--- src/source/bridge_pkg.sv ---
package bridge_pkg;

	// ************************************************************************
	// Widths
	// ************************************************************************
	localparam int ADDR_BITS   = 8;
	localparam int GPO_BITS    = 8;
	// Top bit toggles every 2^26 cycles
	localparam int HB_BITS     = 27;
	// Flops between a microcontroller pin and the clk domain
	localparam int SYNC_STAGES = 2;

	// ************************************************************************
	// Types
	// ************************************************************************
	typedef logic [ADDR_BITS-1:0] dev_addr_t;
	typedef logic [GPO_BITS-1:0]  gpo_word_t;
	typedef logic [HB_BITS-1:0]   hb_count_t;

	// ************************************************************************
	// Address map
	// ************************************************************************
	localparam dev_addr_t ADDR_ADC  = 8'h08;
	localparam dev_addr_t ADDR_DAC  = 8'h04;
	localparam dev_addr_t ADDR_GPO0 = 8'h30;
	localparam dev_addr_t ADDR_GPO1 = 8'h31;

	// Reset values
	// No unit owns the loader reset address
	localparam dev_addr_t ADDR_RESET = 8'h00;
	localparam gpo_word_t GPO0_RESET = 8'h00;
	localparam gpo_word_t GPO1_RESET = 8'h04;

endpackage

--- src/source/spi_link_if.sv ---
`timescale 1ns/100ps

interface spi_link_if;

	// Synchronized microcontroller levels
	logic cs_addr;
	logic cs;
	logic ck;
	logic mo;
	logic o0;
	logic o1;

	// One-cycle rise strobes
	logic ck_rise;
	logic cs_rise;
	logic cs_addr_rise;

	// Synchronizer side
	modport src (output cs_addr, cs, ck, mo, o0, o1, ck_rise, cs_rise, cs_addr_rise);

	// Address loader, channels and output registers
	modport dst (input cs_addr, cs, ck, mo, o0, o1, ck_rise, cs_rise, cs_addr_rise);

endinterface

--- src/source/addr_loader.sv ---
`timescale 1ns/100ps

module addr_loader (
	input  logic                  clk,
	input  logic                  rst,
	spi_link_if.dst               link,
	output bridge_pkg::dev_addr_t addr,
	output logic                  mi,
	output logic                  sel
);

	// Bits seen in the current frame, saturates at ADDR_BITS
	logic [$clog2(bridge_pkg::ADDR_BITS + 1)-1:0] bit_cnt;
	// Incoming address bits
	bridge_pkg::dev_addr_t                        shift_q;
	// Copy of addr shifted out for readback
	bridge_pkg::dev_addr_t                        rd_q;

	// Frame active while address chip select is low
	assign sel = ~link.cs_addr;

	// ************************************************************************
	// Bit counter and input shift
	// ************************************************************************
	always_ff @(posedge clk) begin
		if (rst) begin
			bit_cnt <= '0;
		end else if (link.cs_addr) begin
			bit_cnt <= '0;
		end else if (link.ck_rise && bit_cnt != bridge_pkg::ADDR_BITS) begin
			bit_cnt <= bit_cnt + 1'b1;
		end
	end

	// MSB first, last 8 bits win on long frames
	always_ff @(posedge clk) begin
		if (!link.cs_addr && link.ck_rise) begin
			shift_q <= {shift_q[bridge_pkg::ADDR_BITS-2:0], link.mo};
		end
	end

	// Commit at frame end, short frames are dropped
	always_ff @(posedge clk) begin
		if (rst) begin
			addr <= bridge_pkg::ADDR_RESET;
		end else if (link.cs_addr_rise && bit_cnt == bridge_pkg::ADDR_BITS) begin
			addr <= shift_q;
		end
	end

	// ************************************************************************
	// Readback
	// ************************************************************************
	// Reloaded while idle, so a frame returns the address held before it
	always_ff @(posedge clk) begin
		if (link.cs_addr) begin
			rd_q <= addr;
		end else if (link.ck_rise) begin
			rd_q <= {rd_q[bridge_pkg::ADDR_BITS-2:0], 1'b0};
		end
	end

	assign mi = rd_q[bridge_pkg::ADDR_BITS-1];

endmodule

--- src/source/gpo_reg.sv ---
`timescale 1ns/100ps

module gpo_reg #(
	parameter bridge_pkg::dev_addr_t DEV_ADDR    = bridge_pkg::ADDR_GPO0,
	parameter bridge_pkg::gpo_word_t RESET_VALUE = bridge_pkg::GPO0_RESET
) (
	input  logic                  clk,
	input  logic                  rst,
	spi_link_if.dst               link,
	input  bridge_pkg::dev_addr_t addr,
	output bridge_pkg::gpo_word_t gpo_out,
	output logic                  sel,
	output logic                  mi
);

	// Bits seen in the current frame, saturates at GPO_BITS
	logic [$clog2(bridge_pkg::GPO_BITS + 1)-1:0] bit_cnt;
	// Incoming write data
	bridge_pkg::gpo_word_t                       shift_q;
	// Readback copy of the output register
	bridge_pkg::gpo_word_t                       rd_q;

	// Selected while addressed and cs is low
	assign sel = (addr == DEV_ADDR) && !link.cs;

	// ************************************************************************
	// Write path
	// ************************************************************************
	// Cleared between frames, only counts in selected frames
	always_ff @(posedge clk) begin
		if (rst) begin
			bit_cnt <= '0;
		end else if (link.cs) begin
			bit_cnt <= '0;
		end else if (sel && link.ck_rise && bit_cnt != bridge_pkg::GPO_BITS) begin
			bit_cnt <= bit_cnt + 1'b1;
		end
	end

	// MSB first
	always_ff @(posedge clk) begin
		if (sel && link.ck_rise) begin
			shift_q <= {shift_q[bridge_pkg::GPO_BITS-2:0], link.mo};
		end
	end

	// Full count implies this unit was selected for the frame
	always_ff @(posedge clk) begin
		if (rst) begin
			gpo_out <= RESET_VALUE;
		end else if (link.cs_rise && bit_cnt == bridge_pkg::GPO_BITS) begin
			gpo_out <= shift_q;
		end
	end

	// ************************************************************************
	// Readback
	// ************************************************************************
	// Loaded while cs is high, holds the value from before the frame
	always_ff @(posedge clk) begin
		if (link.cs) begin
			rd_q <= gpo_out;
		end else if (sel && link.ck_rise) begin
			rd_q <= {rd_q[bridge_pkg::GPO_BITS-2:0], 1'b0};
		end
	end

	assign mi = rd_q[bridge_pkg::GPO_BITS-1];

endmodule

--- src/source/heartbeat_gen.sv ---
`timescale 1ns/100ps

module heartbeat_gen (
	input  logic clk,
	input  logic rst,
	output logic heartbeat
);

	// Free-running prescaler
	bridge_pkg::hb_count_t count;

	always_ff @(posedge clk) begin
		if (rst) begin
			count <= '0;
		end else begin
			count <= count + 1'b1;
		end
	end

	// Slow blink from the top bit
	assign heartbeat = count[bridge_pkg::HB_BITS-1];

endmodule

--- src/source/miso_select.sv ---
`timescale 1ns/100ps

module miso_select (
	input  logic clk,
	input  logic rst,
	// Address loader
	input  logic addr_sel,
	input  logic addr_mi,
	// ADC channel
	input  logic adc_sel,
	input  logic adc_mi,
	input  logic adc_i0,
	input  logic adc_i1,
	// DAC channel
	input  logic dac_sel,
	input  logic dac_mi,
	input  logic dac_i0,
	input  logic dac_i1,
	// Output registers
	input  logic gpo0_sel,
	input  logic gpo0_mi,
	input  logic gpo1_sel,
	input  logic gpo1_mi,
	// Toward the microcontroller
	output logic mi_u,
	output logic i0_u,
	output logic i1_u
);

	logic mi_next;
	logic i0_next;
	logic i1_next;

	// One-hot AND-OR, no priority, zero when nothing is selected
	assign mi_next = (addr_sel & addr_mi) | (adc_sel & adc_mi) | (dac_sel & dac_mi) |
		(gpo0_sel & gpo0_mi) | (gpo1_sel & gpo1_mi);
	// Side lines exist on the channels only
	assign i0_next = (adc_sel & adc_i0) | (dac_sel & dac_i0);
	assign i1_next = (adc_sel & adc_i1) | (dac_sel & dac_i1);

	// One cycle behind the selected source
	always_ff @(posedge clk) begin
		if (rst) begin
			mi_u <= 1'b0;
			i0_u <= 1'b0;
			i1_u <= 1'b0;
		end else begin
			mi_u <= mi_next;
			i0_u <= i0_next;
			i1_u <= i1_next;
		end
	end

endmodule

--- src/source/spi_bridge_top.sv ---
`timescale 1ns/100ps

module spi_bridge_top (
	input  logic                  clk,
	input  logic                  rst,
	output logic                  heartbeat,
	// Microcontroller SPI
	input  logic                  cs_addr_u,
	input  logic                  cs_u,
	input  logic                  ck_u,
	input  logic                  mo_u,
	output logic                  mi_u,
	input  logic                  o0_u,
	input  logic                  o1_u,
	output logic                  i0_u,
	output logic                  i1_u,
	// ADC
	output logic                  cs_adc,
	output logic                  ck_adc,
	output logic                  mo_adc,
	input  logic                  mi_adc,
	output logic                  o0_adc,
	output logic                  o1_adc,
	input  logic                  i0_adc,
	input  logic                  i1_adc,
	// DAC
	output logic                  cs_dac,
	output logic                  ck_dac,
	output logic                  mo_dac,
	input  logic                  mi_dac,
	output logic                  o0_dac,
	output logic                  o1_dac,
	input  logic                  i0_dac,
	input  logic                  i1_dac,
	// General-purpose outputs
	output bridge_pkg::gpo_word_t gpo_out,
	output bridge_pkg::gpo_word_t gpo1_out
);

	// Current device address, shared by all units
	bridge_pkg::dev_addr_t addr;

	// Per-unit select and reply lines
	logic addr_sel, addr_mi;
	logic adc_sel, adc_mi, adc_i0, adc_i1;
	logic dac_sel, dac_mi, dac_i0, dac_i1;
	logic gpo0_sel, gpo0_mi;
	logic gpo1_sel, gpo1_mi;

	spi_link_if link ();

	// ************************************************************************
	// Microcontroller side
	// ************************************************************************
	spi_sync u_sync (
		.clk(clk), .rst(rst),
		.cs_addr_u(cs_addr_u), .cs_u(cs_u), .ck_u(ck_u),
		.mo_u(mo_u), .o0_u(o0_u), .o1_u(o1_u),
		.link(link.src)
	);

	addr_loader u_addr (
		.clk(clk), .rst(rst), .link(link.dst),
		.addr(addr), .mi(addr_mi), .sel(addr_sel)
	);

	// ************************************************************************
	// SPI channels
	// ************************************************************************
	spi_channel #(.DEV_ADDR(bridge_pkg::ADDR_ADC)) u_adc (
		.clk(clk), .rst(rst), .link(link.dst), .addr(addr),
		.mi_dev(mi_adc), .i0_dev(i0_adc), .i1_dev(i1_adc),
		.cs_dev(cs_adc), .ck_dev(ck_adc), .mo_dev(mo_adc), .o0_dev(o0_adc), .o1_dev(o1_adc),
		.sel(adc_sel), .mi(adc_mi), .i0(adc_i0), .i1(adc_i1)
	);

	spi_channel #(.DEV_ADDR(bridge_pkg::ADDR_DAC)) u_dac (
		.clk(clk), .rst(rst), .link(link.dst), .addr(addr),
		.mi_dev(mi_dac), .i0_dev(i0_dac), .i1_dev(i1_dac),
		.cs_dev(cs_dac), .ck_dev(ck_dac), .mo_dev(mo_dac), .o0_dev(o0_dac), .o1_dev(o1_dac),
		.sel(dac_sel), .mi(dac_mi), .i0(dac_i0), .i1(dac_i1)
	);

	// ************************************************************************
	// Output registers
	// ************************************************************************
	gpo_reg #(.DEV_ADDR(bridge_pkg::ADDR_GPO0), .RESET_VALUE(bridge_pkg::GPO0_RESET)) u_gpo0 (
		.clk(clk), .rst(rst), .link(link.dst), .addr(addr),
		.gpo_out(gpo_out), .sel(gpo0_sel), .mi(gpo0_mi)
	);

	gpo_reg #(.DEV_ADDR(bridge_pkg::ADDR_GPO1), .RESET_VALUE(bridge_pkg::GPO1_RESET)) u_gpo1 (
		.clk(clk), .rst(rst), .link(link.dst), .addr(addr),
		.gpo_out(gpo1_out), .sel(gpo1_sel), .mi(gpo1_mi)
	);

	// Reply toward the microcontroller
	miso_select u_miso (
		.clk(clk), .rst(rst),
		.addr_sel(addr_sel), .addr_mi(addr_mi),
		.adc_sel(adc_sel), .adc_mi(adc_mi), .adc_i0(adc_i0), .adc_i1(adc_i1),
		.dac_sel(dac_sel), .dac_mi(dac_mi), .dac_i0(dac_i0), .dac_i1(dac_i1),
		.gpo0_sel(gpo0_sel), .gpo0_mi(gpo0_mi),
		.gpo1_sel(gpo1_sel), .gpo1_mi(gpo1_mi),
		.mi_u(mi_u), .i0_u(i0_u), .i1_u(i1_u)
	);

	heartbeat_gen u_hb (
		.clk(clk), .rst(rst), .heartbeat(heartbeat)
	);

endmodule

--- src/source/spi_channel.sv ---
`timescale 1ns/100ps

module spi_channel #(
	parameter bridge_pkg::dev_addr_t DEV_ADDR = bridge_pkg::ADDR_ADC
) (
	input  logic                  clk,
	input  logic                  rst,
	spi_link_if.dst               link,
	input  bridge_pkg::dev_addr_t addr,
	// Reply lines from the device
	input  logic                  mi_dev,
	input  logic                  i0_dev,
	input  logic                  i1_dev,
	// Device pins
	output logic                  cs_dev,
	output logic                  ck_dev,
	output logic                  mo_dev,
	output logic                  o0_dev,
	output logic                  o1_dev,
	// Toward the reply multiplexer
	output logic                  sel,
	output logic                  mi,
	output logic                  i0,
	output logic                  i1
);

	// ************************************************************************
	// Address decode
	// ************************************************************************
	// Owns the bus only while addressed and cs is low
	assign sel = (addr == DEV_ADDR) && !link.cs;

	// ************************************************************************
	// Device pin register
	// ************************************************************************
	// One flop past the synchronizer, 3 cycles from the pin
	always_ff @(posedge clk) begin
		if (rst) begin
			cs_dev <= 1'b1;
			ck_dev <= 1'b0;
			mo_dev <= 1'b0;
			o0_dev <= 1'b0;
			o1_dev <= 1'b0;
		end else if (sel) begin
			cs_dev <= link.cs;
			ck_dev <= link.ck;
			mo_dev <= link.mo;
			o0_dev <= link.o0;
			o1_dev <= link.o1;
		end else begin
			// Idle device, deselected with quiet lines
			cs_dev <= 1'b1;
			ck_dev <= 1'b0;
			mo_dev <= 1'b0;
			o0_dev <= 1'b0;
			o1_dev <= 1'b0;
		end
	end

	// Device replies, registered later by the multiplexer
	assign mi = mi_dev;
	assign i0 = i0_dev;
	assign i1 = i1_dev;

endmodule

--- src/source/spi_sync.sv ---
`timescale 1ns/100ps

module spi_sync (
	input  logic    clk,
	input  logic    rst,
	input  logic    cs_addr_u,
	input  logic    cs_u,
	input  logic    ck_u,
	input  logic    mo_u,
	input  logic    o0_u,
	input  logic    o1_u,
	spi_link_if.src link
);

	// Bit order in all vectors: cs_addr, cs, ck, mo, o0, o1
	logic [5:0]                              pins;
	logic [bridge_pkg::SYNC_STAGES-1:0][5:0] stage;
	logic [5:0]                              level;
	// Previous cs_addr, cs, ck for edge detection
	logic [2:0]                              prev;

	assign pins = {cs_addr_u, cs_u, ck_u, mo_u, o0_u, o1_u};

	// ************************************************************************
	// Synchronizer chain
	// ************************************************************************
	always_ff @(posedge clk) begin
		if (rst) begin
			// Chip selects idle high, rest low
			stage <= {bridge_pkg::SYNC_STAGES{6'b110000}};
			prev  <= 3'b110;
		end else begin
			stage <= {stage[bridge_pkg::SYNC_STAGES-2:0], pins};
			prev  <= level[5:3];
		end
	end

	// Last stage is the clk-domain level
	assign level = stage[bridge_pkg::SYNC_STAGES-1];

	assign link.cs_addr = level[5];
	assign link.cs      = level[4];
	assign link.ck      = level[3];
	assign link.mo      = level[2];
	assign link.o0      = level[1];
	assign link.o1      = level[0];

	// Rise strobes, high in the first cycle of the new level
	assign link.cs_addr_rise = level[5] & ~prev[2];
	assign link.cs_rise      = level[4] & ~prev[1];
	assign link.ck_rise      = level[3] & ~prev[0];

endmodule
--- config.mk ---
export PLATFORM = sky130hd
export DESIGN_NAME = spi_bridge_top
export DESIGN_NICKNAME = d
export VERILOG_FILES = /design/src/source/bridge_pkg.sv /design/src/source/spi_link_if.sv /design/src/source/addr_loader.sv /design/src/source/gpo_reg.sv /design/src/source/heartbeat_gen.sv /design/src/source/miso_select.sv /design/src/source/spi_bridge_top.sv /design/src/source/spi_channel.sv /design/src/source/spi_sync.sv
export SDC_FILE = /design/constraint.sdc
export NUM_CORES = 1
export LEC_CHECK = 0
export BUFFER_PORTS_ARGS = -buffer_cell sky130_fd_sc_hd__buf_4
export CAP_MARGIN = 20
export CORE_UTILIZATION = 53
export DETAILED_ROUTE_END_ITERATION = 16
export GPL_TIMING_DRIVEN = 0
export PLACE_DENSITY = 0.8
export SKIP_LAST_GASP = 1
export SLEW_MARGIN = 40
export SYNTH_ARGS = -nofsm -noshare
export SYNTH_HDL_FRONTEND = slang
export SYNTH_HIERARCHICAL = 1
export SYNTH_SLANG_ARGS = --single-unit
export TNS_END_PERCENT = 100
--- constraint.sdc ---
create_clock -name clk -period 1.9 [get_ports clk]
set_clock_uncertainty 0.05 [all_clocks]
set_input_delay 0.57 -clock clk [delete_from_list [all_inputs] [get_ports clk]]
set_output_delay 0.57 -clock clk [all_outputs]
set_load 0.05 [all_outputs]
==> metrics, run 1 <==
area taken by flip-flops and latches 0.00330 mm^2; crit end category register; area leader, netlist dfxtp_1; Post-DRT Antenna Nets 0; gr ovfl total 0; peak supply drop 0.000505 V; Skew-Pair Late Insertion Delay 0.52 ns; largest net degree at the start of global routing 24; Die Wd 105 um; Top Ports 44; final-report max-slew violation count 0; crit path kind register to register; CTS sink count 139; Hold Path Sink u_sync/stage[4]; Max H-tree Level 4; Levels on crit path 6; endpoints failing setup 0; Largest delay share family, worst path simple AND/OR/NAND/NOR gates; Place WS -0.370 ns; via-per-instance ratio 5.48; Placed Area 0.00604 mm^2; initial antenna violation count 0; sequential element share of the synthesized area 58.6%; CP bufs+invs 1; HPWL Detailed 7060 um; RSZ-0062 raised after global routing true; finished layout cell area 0.00682 mm^2; Total GRT Usage 21.2%; fillers 740; pwr dens 928 mW/mm^2; top cell type's share of synthesized area 32.7%; final core occ 66.3%; CP Launch Type register; initial DRC count 230; Site Rows 37; Synth Flop Type dfxtp_1; die height 105 um; crit path cell chain ha_4 -> nand4_4 -> or3_4 -> buf_6 -> or4_1 -> a21oi_1; first-pass GRT wire length 18000 um; count leader, synth dfxtp_1; hold depth 2; Avg WL per Cell 15.6 um; reg2reg end u_hb/count[20]; CP arrival 2.26 ns; Buffers on Ports 37; Synth top cells by count 91 x dfxtp_1, 67 x nand2_1, 48 x edfxtp_1, 38 x a21oi_1, 29 x nor2_1; Clock Tree Buf Depth 2; outcome complete, no violations; hold_ws 0.174 ns; Mapped Nets 525; unique cell type count in the Yosys netlist 54; DR DRC count 0; TritonCTS Buffers 17; die area 0.0109 mm^2; mean area per synthesized cell 11.0 um^2; Layout Cells excl Fill 724; number of synthesized flops with an enable pin 48; cells after synthesis 504; layout cells sized above 1 27.4%; P_leak 2.46 nW; CTS tree built; FF-to-FF Start u_hb/count[1]; total core area 0.0103 mm^2; synth top area cells dfxtp_1 33%, edfxtp_1 26%, mux2_2 4.7%; combined area of the multi-input logic cells 0.00219 mm^2; worst hold start cs_u; Ys Warns 6; via count 3966; NumNets Final 596; DRT Pass-1 Iters 4; Worst path max stage delay 0.46 ns; Yosys reg bits 139; Cells after DPL 677; vias in the first global route 3808; hold-fix buffers at CTS 0; min Tclk post-route 1.87 ns; area delta synth->final 22.4%; Final GP Congestion 0.779; max_slew headroom 63.5%; Max FO, Critical Path 9; Worst Reg-to-Reg Cells 6; Starting Density 54.2%; worst slew pin tran 0.547 ns; final period utilization 98.3%; Worst R2R Setup Slack 0.03 ns; Setup WS post-layout 0.0324 ns; drt total wl 11300 um; area of the mapped netlist 0.00557 mm^2; Hold Path Class primary input to register; Max Cap Violations 0; Clock transition at path regs 0.06 ns; Worst path slowest cell or4_1; Peak Freq 535 MHz; clock root cell clkbuf_8; ANT cells 0; Critical Path RT 2.30 ns; async set or reset register ratio after synthesis 0%; final hold vios 0
how the worst max path moves through the flow:
stage / from / endpoint / slack, ns
3_5_place_dp: u_sync/level[3] / u_addr/shift_q[4] / -0.37
4_1_cts: u_addr/addr[5] / u_gpo0/shift_q[1] / 0.002
3_3_place_gp: u_sync/level[3] / u_addr/shift_q[3] / -0.30
5_1_grt: u_hb/count[0] / u_hb/count[20] / -0.05
6_report: u_hb/count[1] / u_hb/count[20] / 0.03
2_1_floorplan: u_hb/count[1] / u_hb/count[20] / 0.03
layout make-up:
type	instances	area share, %
inverter	15	0.826
buffer	24	2.20
clock buffer	24	7.38
clock inverter	8	0.844
timing repair buffer	52	5.69
sequential	139	48.4
multi-input combinational	326	32.2
tap	136	2.50
per-stage QoR:
step / total power, mW / setup TNS, ns
floorplan: 3.28 / 0
global placement: 3.32 / -6.72
detailed placement: 3.33 / -12.15
CTS: 6.37 / 0
finish: 6.33 / 0
global route: 6.54 / -0.0646
sequential cells by signal, summed over array words and instances, names as in the netlist, 3 cells and up:
name and flops:
u_gpo1/bit_cnt 4, u_gpo0/bit_cnt 4, u_sync/prev 3, u_addr/rd_q 8
u_sync/level 6, u_addr/shift_q 8, u_addr/bit_cnt 4, u_gpo1/gpo_out 8
u_sync/stage 6, u_gpo1/shift_q 8, u_hb/count 27, u_gpo0/shift_q 8
u_gpo0/gpo_out 8, u_addr/addr 8, u_gpo1/rd_q 8, u_gpo0/rd_q 8
kinds of logic after synthesis:
logic type	Yosys count	share of synthesized area, %
muxes	25	5.01
and+or+nand+nor	213	21.7
buffers and inverters	39	3.64
adders and majority gates	7	1.57
xor gates and xnor gates	15	2.36
AOI/OAI and AO/OA	66	7.08
DFF	139	58.6
report_power, final:
group / internal (mW) / leakage (nW) / switching (mW) / total (mW)
Combinational: 0.0683 / 0.954 / 0.0763 / 0.145
Clock: 1.83 / 0.272 / 1.22 / 3.06
Sequential: 3.10 / 1.24 / 0.0259 / 3.13
Total: 5.00 / 2.46 / 1.32 / 6.33
worst reg2reg max path: cells and delay by family, from the launching register on:
kind,cells,cell delay [ns]
AOI/OAI and AO/OA,1,0.14
adders and majority gates,1,0.16
buffers and inverters,1,0.15
DFF,1,0.36
and+or+nand+nor,3,0.95
layout by cell type (no fill, tap or decap), types with 4 or more instances in the layout:
cell type / instances
nor3_2: 4
or4_4: 4
nand2_1: 66
or2_1: 8
dfxtp_2: 4
ha_1: 6
inv_1: 15
nand2b_1: 8
nand4_1: 8
edfxtp_1: 48
and2b_1: 5
dfxtp_4: 8
a21oi_1: 36
nor2b_1: 8
buf_2: 7
nand3_1: 8
clkbuf_1: 10
buf_6: 4
mux2_2: 23
buf_4: 57
clkbuf_16: 18
or4_1: 12
xor2_1: 5
or3_1: 5
o31ai_1: 10
nor4_1: 11
xnor2_1: 10
nor2_1: 28
o21ai_0: 7
dfxtp_1: 79
and3_1: 4
routing by layer:
layer	up-vias	track usage (%)	routed length, um
met4	0	8.67	138
met1	1934	25.6	4930
met5	-	0	0
li1	1940	-	-
met3	13	6.27	410
met2	79	35.3	5820
timing repair:
action / 4_1_cts / 5_1_grt
setup endpoints to repair: 68 / 65
pin swaps: 3 / 6
setup buffers: 2 / 12
cloned: 0 / 1
gates resized for setup: 19 / 18
Power figures use the tool's default switching activity.
==> run 2: changes to the inputs <==
--- a/config.mk
+++ b/config.mk
@@ -7,10 +7,9 @@
 export LEC_CHECK = 0
 export BUFFER_PORTS_ARGS = -buffer_cell sky130_fd_sc_hd__buf_4
 export CAP_MARGIN = 20
-export CORE_UTILIZATION = 53
+export CORE_UTILIZATION = 35
 export DETAILED_ROUTE_END_ITERATION = 16
 export GPL_TIMING_DRIVEN = 0
-export PLACE_DENSITY = 0.8
 export SKIP_LAST_GASP = 1
 export SLEW_MARGIN = 40
 export SYNTH_ARGS = -nofsm -noshare
==> run 2 against run 1 <==
Net effect:
- register-to-register slack barely moved
- fmax barely moved
- power rose by 1.1%
- largest power group unchanged
- core utilization fell by 22 points
==> metrics, run 2 (synthesized netlist as in run 1, its figures left out) <==
TritonCTS Buffers 17 (unchanged); endpoints failing setup 0 (unchanged); via-per-instance ratio 4.83 (was 5.48); layout cells sized above 1 26.6% (was 27.4%); min Tclk post-route 1.87 ns (about the same); NumNets Final 586 (was 596); crit end category register (unchanged); die height 128 um (was 105 um); Die Wd 128 um (was 105 um); CP bufs+invs 0 (was 1); Layout Cells excl Fill 789 (was 724); P_leak 2.43 nW (was 2.46 nW); final hold vios 0 (unchanged); Avg WL per Cell 13.8 um (was 15.6 um); Hold Path Class primary input to register (unchanged); commonest non-fill, non-tap cell in the layout dfxtp_1 (unchanged); Max Cap Violations 0 (unchanged); initial antenna violation count 0 (unchanged); Post-DRT Antenna Nets 0 (unchanged); Worst path slowest cell or4_4 (was or4_1); via count 3809 (was 3966); CTS sink count 139 (unchanged); Max H-tree Level 4 (unchanged); Top Ports 44 (unchanged); clock root cell clkbuf_16 (was clkbuf_8); Clock Tree Buf Depth 2 (unchanged); Cells after DPL 752 (was 677); CP arrival 2.17 ns (was 2.26 ns); CTS tree built (unchanged); drt total wl 10900 um (was 11300 um); final period utilization 98.3% (about the same); final-report max-slew violation count 0 (unchanged); gr ovfl total 0 (unchanged); worst hold start cs_u (unchanged); initial DRC count 155 (was 230); FF-to-FF Start u_hb/count[6] (was u_hb/count[1]); Reg with most FFs u_hb/count (unchanged); CP Launch Type register (unchanged); Total Power 6.39 mW (was 6.33 mW); Critical path origin u_hb/count[6] (was u_hb/count[1]); Buffers on Ports 37 (unchanged); vias in the first global route 3731 (was 3808); Critical Path RT 2.20 ns (was 2.30 ns); first-pass GRT wire length 17800 um (was 18000 um); outcome complete, no violations (unchanged); Total GRT Usage 14.1% (was 21.2%); Site Rows 45 (was 37); ANT cells 0 (unchanged); area delta synth->final 22.8% (was 22.4%); Starting Density 36.2% (was 54.2%); Max FO, Critical Path 8 (was 9); total core area 0.0154 mm^2 (was 0.0103 mm^2); max_slew headroom 62.5% (was 63.5%); worst slew pin tran 0.563 ns (was 0.547 ns); hold-fix buffers at CTS 0 (unchanged); largest net degree at the start of global routing 24 (unchanged); DR DRC count 0 (unchanged); Largest register FFs 27 (unchanged); DRT Pass-1 Iters 4 (unchanged); crit path cell chain nand3_4 -> or4_4 -> or4_1 -> a21oi_1 (was ha_4 -> nand4_4 -> or3_4 -> buf_6 -> or4_1 -> a21oi_1); Skew-Pair Late Insertion Delay 0.42 ns (was 0.52 ns); Worst path max stage delay 0.60 ns (was 0.46 ns); peak supply drop 0.000639 V (was 0.000505 V); final setup TNS 0 ns (unchanged); hold_ws 0.274 ns (was 0.174 ns); Peak Freq 535 MHz (about the same); Largest delay share family, worst path simple AND/OR/NAND/NOR gates (unchanged); die area 0.0164 mm^2 (was 0.0109 mm^2); Final GP Congestion 0.761 (was 0.779); pwr dens 935 mW/mm^2 (was 928 mW/mm^2); most frequent cells in the layout 79 x dfxtp_1, 66 x nand2_1, 48 x edfxtp_1 (was 79 x dfxtp_1, 66 x nand2_1, 57 x buf_4); Clock transition at path regs 0.06 ns (about the same); crit path kind register to register (unchanged); HPWL Detailed 7300 um (was 7060 um)
run 2: final cells by class:
| class | instances | area [um^2] |
|---|---|---|
| fillers | 1386 | 8530 |
| clock inverters | 13 | 104 |
| flip-flops and latches | 139 | 3300 |
| well taps | 211 | 264 |
| multi-input cells | 326 | 2190 |
| plain buffers | 24 | 150 |
| inverters | 15 | 56.3 |
| clock buffers | 19 | 464 |
| repair buffers | 42 | 313 |
run 2: path summary, 6_finish.rpt:
path / to / slack, ns / depth (start not counted)
setup / recovery: u_hb/count[23] / 0.03 / 4
hold / removal: u_sync/stage[4] / 0.27 / 2
setup reg to reg: u_hb/count[23] / 0.03 / 4
hold reg to reg: u_sync/level[5] / 0.36 / 1
run 2: worst reg2reg max path, delay by kind of cell, from the launching register on:
kind             cells  cell delay [ns]
AND/OR/NAND/NOR      3             1.24
AO/OA/AOI/OAI        1             0.14
flip-flops           1             0.37
run 2: power breakdown:
group,switching (mW),internal (mW)
sequential,0.0252,3.10
clock,1.32,1.81
combinational,0.0739,0.0647
run 2: per-stage QoR:
step                      cell area [um^2]  util, %  setup WS, ns
final                                 6840     44.5        0.0319
after global routing                  6840     44.5       -0.0108
after CTS                             6760     44.0       0.00322
after detailed placement              6130     39.9        -0.429
after global placement                6130     39.9        -0.389
after floorplan                       5590        -        0.0290
run 2: layer usage:
layer	global-route usage [%]	vias to the layer above	wire [um]
met5	0	-	0
met2	23.0	49	5290
met3	3.30	15	311
li1	-	1923	-
met1	17.5	1822	5060
met4	7.13	0	198
run 2: timing repair:
item                       in CTS  in global routing
gates resized for setup        17                 19
pin swaps                       3                  8
cloned                          0                  1
setup endpoints to repair      69                 44
setup buffers                   2                  2
==> run 3: changes to the inputs <==
--- a/config.mk
+++ b/config.mk
@@ -5,11 +5,14 @@
 export SDC_FILE = /design/constraint.sdc
 export NUM_CORES = 1
 export LEC_CHECK = 0
-export BUFFER_PORTS_ARGS = -buffer_cell sky130_fd_sc_hd__buf_4
 export CAP_MARGIN = 20
+export CELL_PAD_IN_SITES_DETAIL_PLACEMENT = 0
+export CELL_PAD_IN_SITES_GLOBAL_PLACEMENT = 1
 export CORE_UTILIZATION = 35
 export DETAILED_ROUTE_END_ITERATION = 16
+export DONT_BUFFER_PORTS = 1
 export GPL_TIMING_DRIVEN = 0
+export PLACE_DENSITY_LB_ADDON = 0.1
 export SKIP_LAST_GASP = 1
 export SLEW_MARGIN = 40
 export SYNTH_ARGS = -nofsm -noshare
==> constraint.sdc (replaced) <==
create_clock -name clk -period 1.9 [get_ports clk]
set_clock_uncertainty 0.05 [all_clocks]
set_input_delay 0.57 -clock clk [delete_from_list [all_inputs] [get_ports clk]]
set_output_delay 0.57 -clock clk [all_outputs]
set_load 0.02 [all_outputs]
==> run 3 against run 2 <==
Net effect:
- sequential share of layout area grew 2.1 points
- first-iteration DRC count shrank 6.5%
- sequential power is essentially flat
- combinational power shrank 18%
- register-to-register slack is essentially flat
- hold slack lost 0.098 ns
- setup slack gained 0.012 ns
- via count shrank 5.3%
- fmax grew 0.63%
- core utilization shrank 1.8 points
- critical endpoint is now u_hb/count[20]
- highest routed layer unchanged
==> metrics, run 3 (synthesized netlist as in run 1, its figures left out) <==
RSZ-0062 raised after global routing true; CP arrival 2.16 ns (was 2.17 ns); drt total wl 10900 um (about the same); clock root cell clkbuf_16 (unchanged); pwr dens 980 mW/mm^2 (was 935 mW/mm^2); most frequent cells in the layout 74 x dfxtp_1, 67 x nand2_1, 48 x edfxtp_1 (was 79 x dfxtp_1, 66 x nand2_1, 48 x edfxtp_1); Starting Density 36.2% (unchanged); final hold vios 0 (unchanged); first-pass GRT wire length 17800 um (about the same); Largest register FFs 27 (unchanged); largest net degree at the start of global routing 24 (unchanged); HPWL Detailed 7230 um (was 7300 um); endpoints failing setup 0 (unchanged); Max FO, Critical Path 10 (was 8); Total GRT Usage 14.4% (was 14.1%); outcome complete, no violations (unchanged); Avg WL per Cell 14.6 um (was 13.8 um); CTS sink count 139 (unchanged); initial antenna violation count 0 (unchanged); initial DRC count 145 (was 155); met3 Use GR 5.18% (was 3.30%); max_slew headroom 62.6% (was 62.5%); met1 Usage GRT 18.7% (was 17.5%); Total Power 6.44 mW (was 6.39 mW); final-report max-slew violation count 0 (unchanged); CP Launch Type register (unchanged); crit end category register (unchanged); Critical Path RT 2.20 ns (about the same); Worst path slowest cell or4_4 (unchanged); Hold Path Class primary input to register (unchanged); Setup WS post-layout 0.0436 ns (was 0.0319 ns); TritonCTS Buffers 17 (unchanged); CTS tree built (unchanged); total core area 0.0154 mm^2 (unchanged); Place WS -0.271 ns (was -0.429 ns); gr ovfl total 0 (unchanged); Buffers on Ports 0 (was 37); Final GP Congestion 0.721 (was 0.761); via count 3608 (was 3809); vias in the first global route 3476 (was 3731); peak supply drop 0.000623 V (was 0.000639 V); DR DRC count 0 (unchanged); Clock transition at path regs 0.06 ns (about the same); layout cells sized above 1 22.5% (was 26.6%); Die Wd 128 um (unchanged); Max H-tree Level 4 (unchanged); P_leak 2.23 nW (was 2.43 nW); worst slew pin tran 0.561 ns (was 0.563 ns); Peak Freq 539 MHz (was 535 MHz); Cells after DPL 715 (was 752); DRT Pass-1 Iters 5 (was 4); crit path kind register to register (unchanged); Skew-Pair Late Insertion Delay 0.42 ns (about the same); die height 128 um (unchanged); Clock Tree Buf Depth 2 (unchanged); Worst path max stage delay 0.48 ns (was 0.60 ns); area delta synth->final 18.0% (was 22.8%); final period utilization 97.7% (was 98.3%); Max Cap Violations 0 (unchanged); GR peak layer met2 (unchanged); Site Rows 45 (unchanged); met2 Use GR 21.8% (was 23.0%); Post-DRT Antenna Nets 0 (unchanged); Top Ports 44 (unchanged); die area 0.0164 mm^2 (unchanged); NumNets Final 545 (was 586); commonest non-fill, non-tap cell in the layout dfxtp_1 (unchanged); ANT cells 0 (unchanged); final setup TNS 0 ns (unchanged); via-per-instance ratio 4.82 (was 4.83); crit path cell chain ha_4 -> nand4_4 -> or3_4 -> buf_6 -> or4_4 -> a21oi_2 (was nand3_4 -> or4_4 -> or4_1 -> a21oi_1); min Tclk post-route 1.86 ns (was 1.87 ns); Reg with most FFs u_hb/count (unchanged); Layout Cells excl Fill 748 (was 789); hold_ws 0.176 ns (was 0.274 ns)
[run 3: area by class of cell]
class	instances	area, um^2
fill	1526	8800
sequential	139	3300
multi-input combinational	326	2210
clock buffer	17	425
tap	211	264
clock inverter	15	151
buffer	22	143
inverter	15	56.3
timing repair buffer	3	22.5
[run 3: power breakdown]
part / switching, mW / internal, mW / leakage (nW)
Combinational: 0.0630 / 0.0513 / 0.707
Sequential: 0.0255 / 3.10 / 1.24
Clock: 1.27 / 1.93 / 0.280
[run 3: final timing paths]
path / slack (ns) / cells past startpoint / endpoint / start
worst max-delay path: 0.04 / 6 / u_hb/count[20] / u_hb/count[0]
worst min-delay path: 0.18 / 1 / u_miso/i1_u / rst
worst max register to register: 0.04 / 6 / u_hb/count[20] / u_hb/count[0]
worst min register to register: 0.35 / 1 / u_sync/level[4] / u_sync/stage[4]
[run 3: per-stage QoR]
stage / util (%) / area [um^2]
after floorplan: - / 5590
after global placement: 38.1 / 5860
after CTS: 42.3 / 6500
final: 42.8 / 6570
after global routing: 42.8 / 6570
after detailed placement: 38.1 / 5860
[run 3: worst max-delay path: cells and delay by family (launching register included)]
kind	cells	cell delay [ns]
and+or+nand+nor	3	0.94
buffers and inverters	1	0.15
AOI/OAI and AO/OA	1	0.14
DFF	1	0.36
adders and majority gates	1	0.15
[run 3: layer usage]
metal  routed length [um]  share of wire [%]  vias up
met3                  396                3.6       10
met2                 4970                 46       41
met4                  138                1.3        0
li1                     -                  -     1845
met5                    0                  0        -
met1                 5410                 50     1712
[run 3: timing repair]
action | 4_1_cts | 5_1_grt
setup endpoints to repair | 54 | 47
pin swaps | 4 | 4
buffers inserted | 1 | 2
resized for setup | 23 | 20
hold buffers | 0 | 0
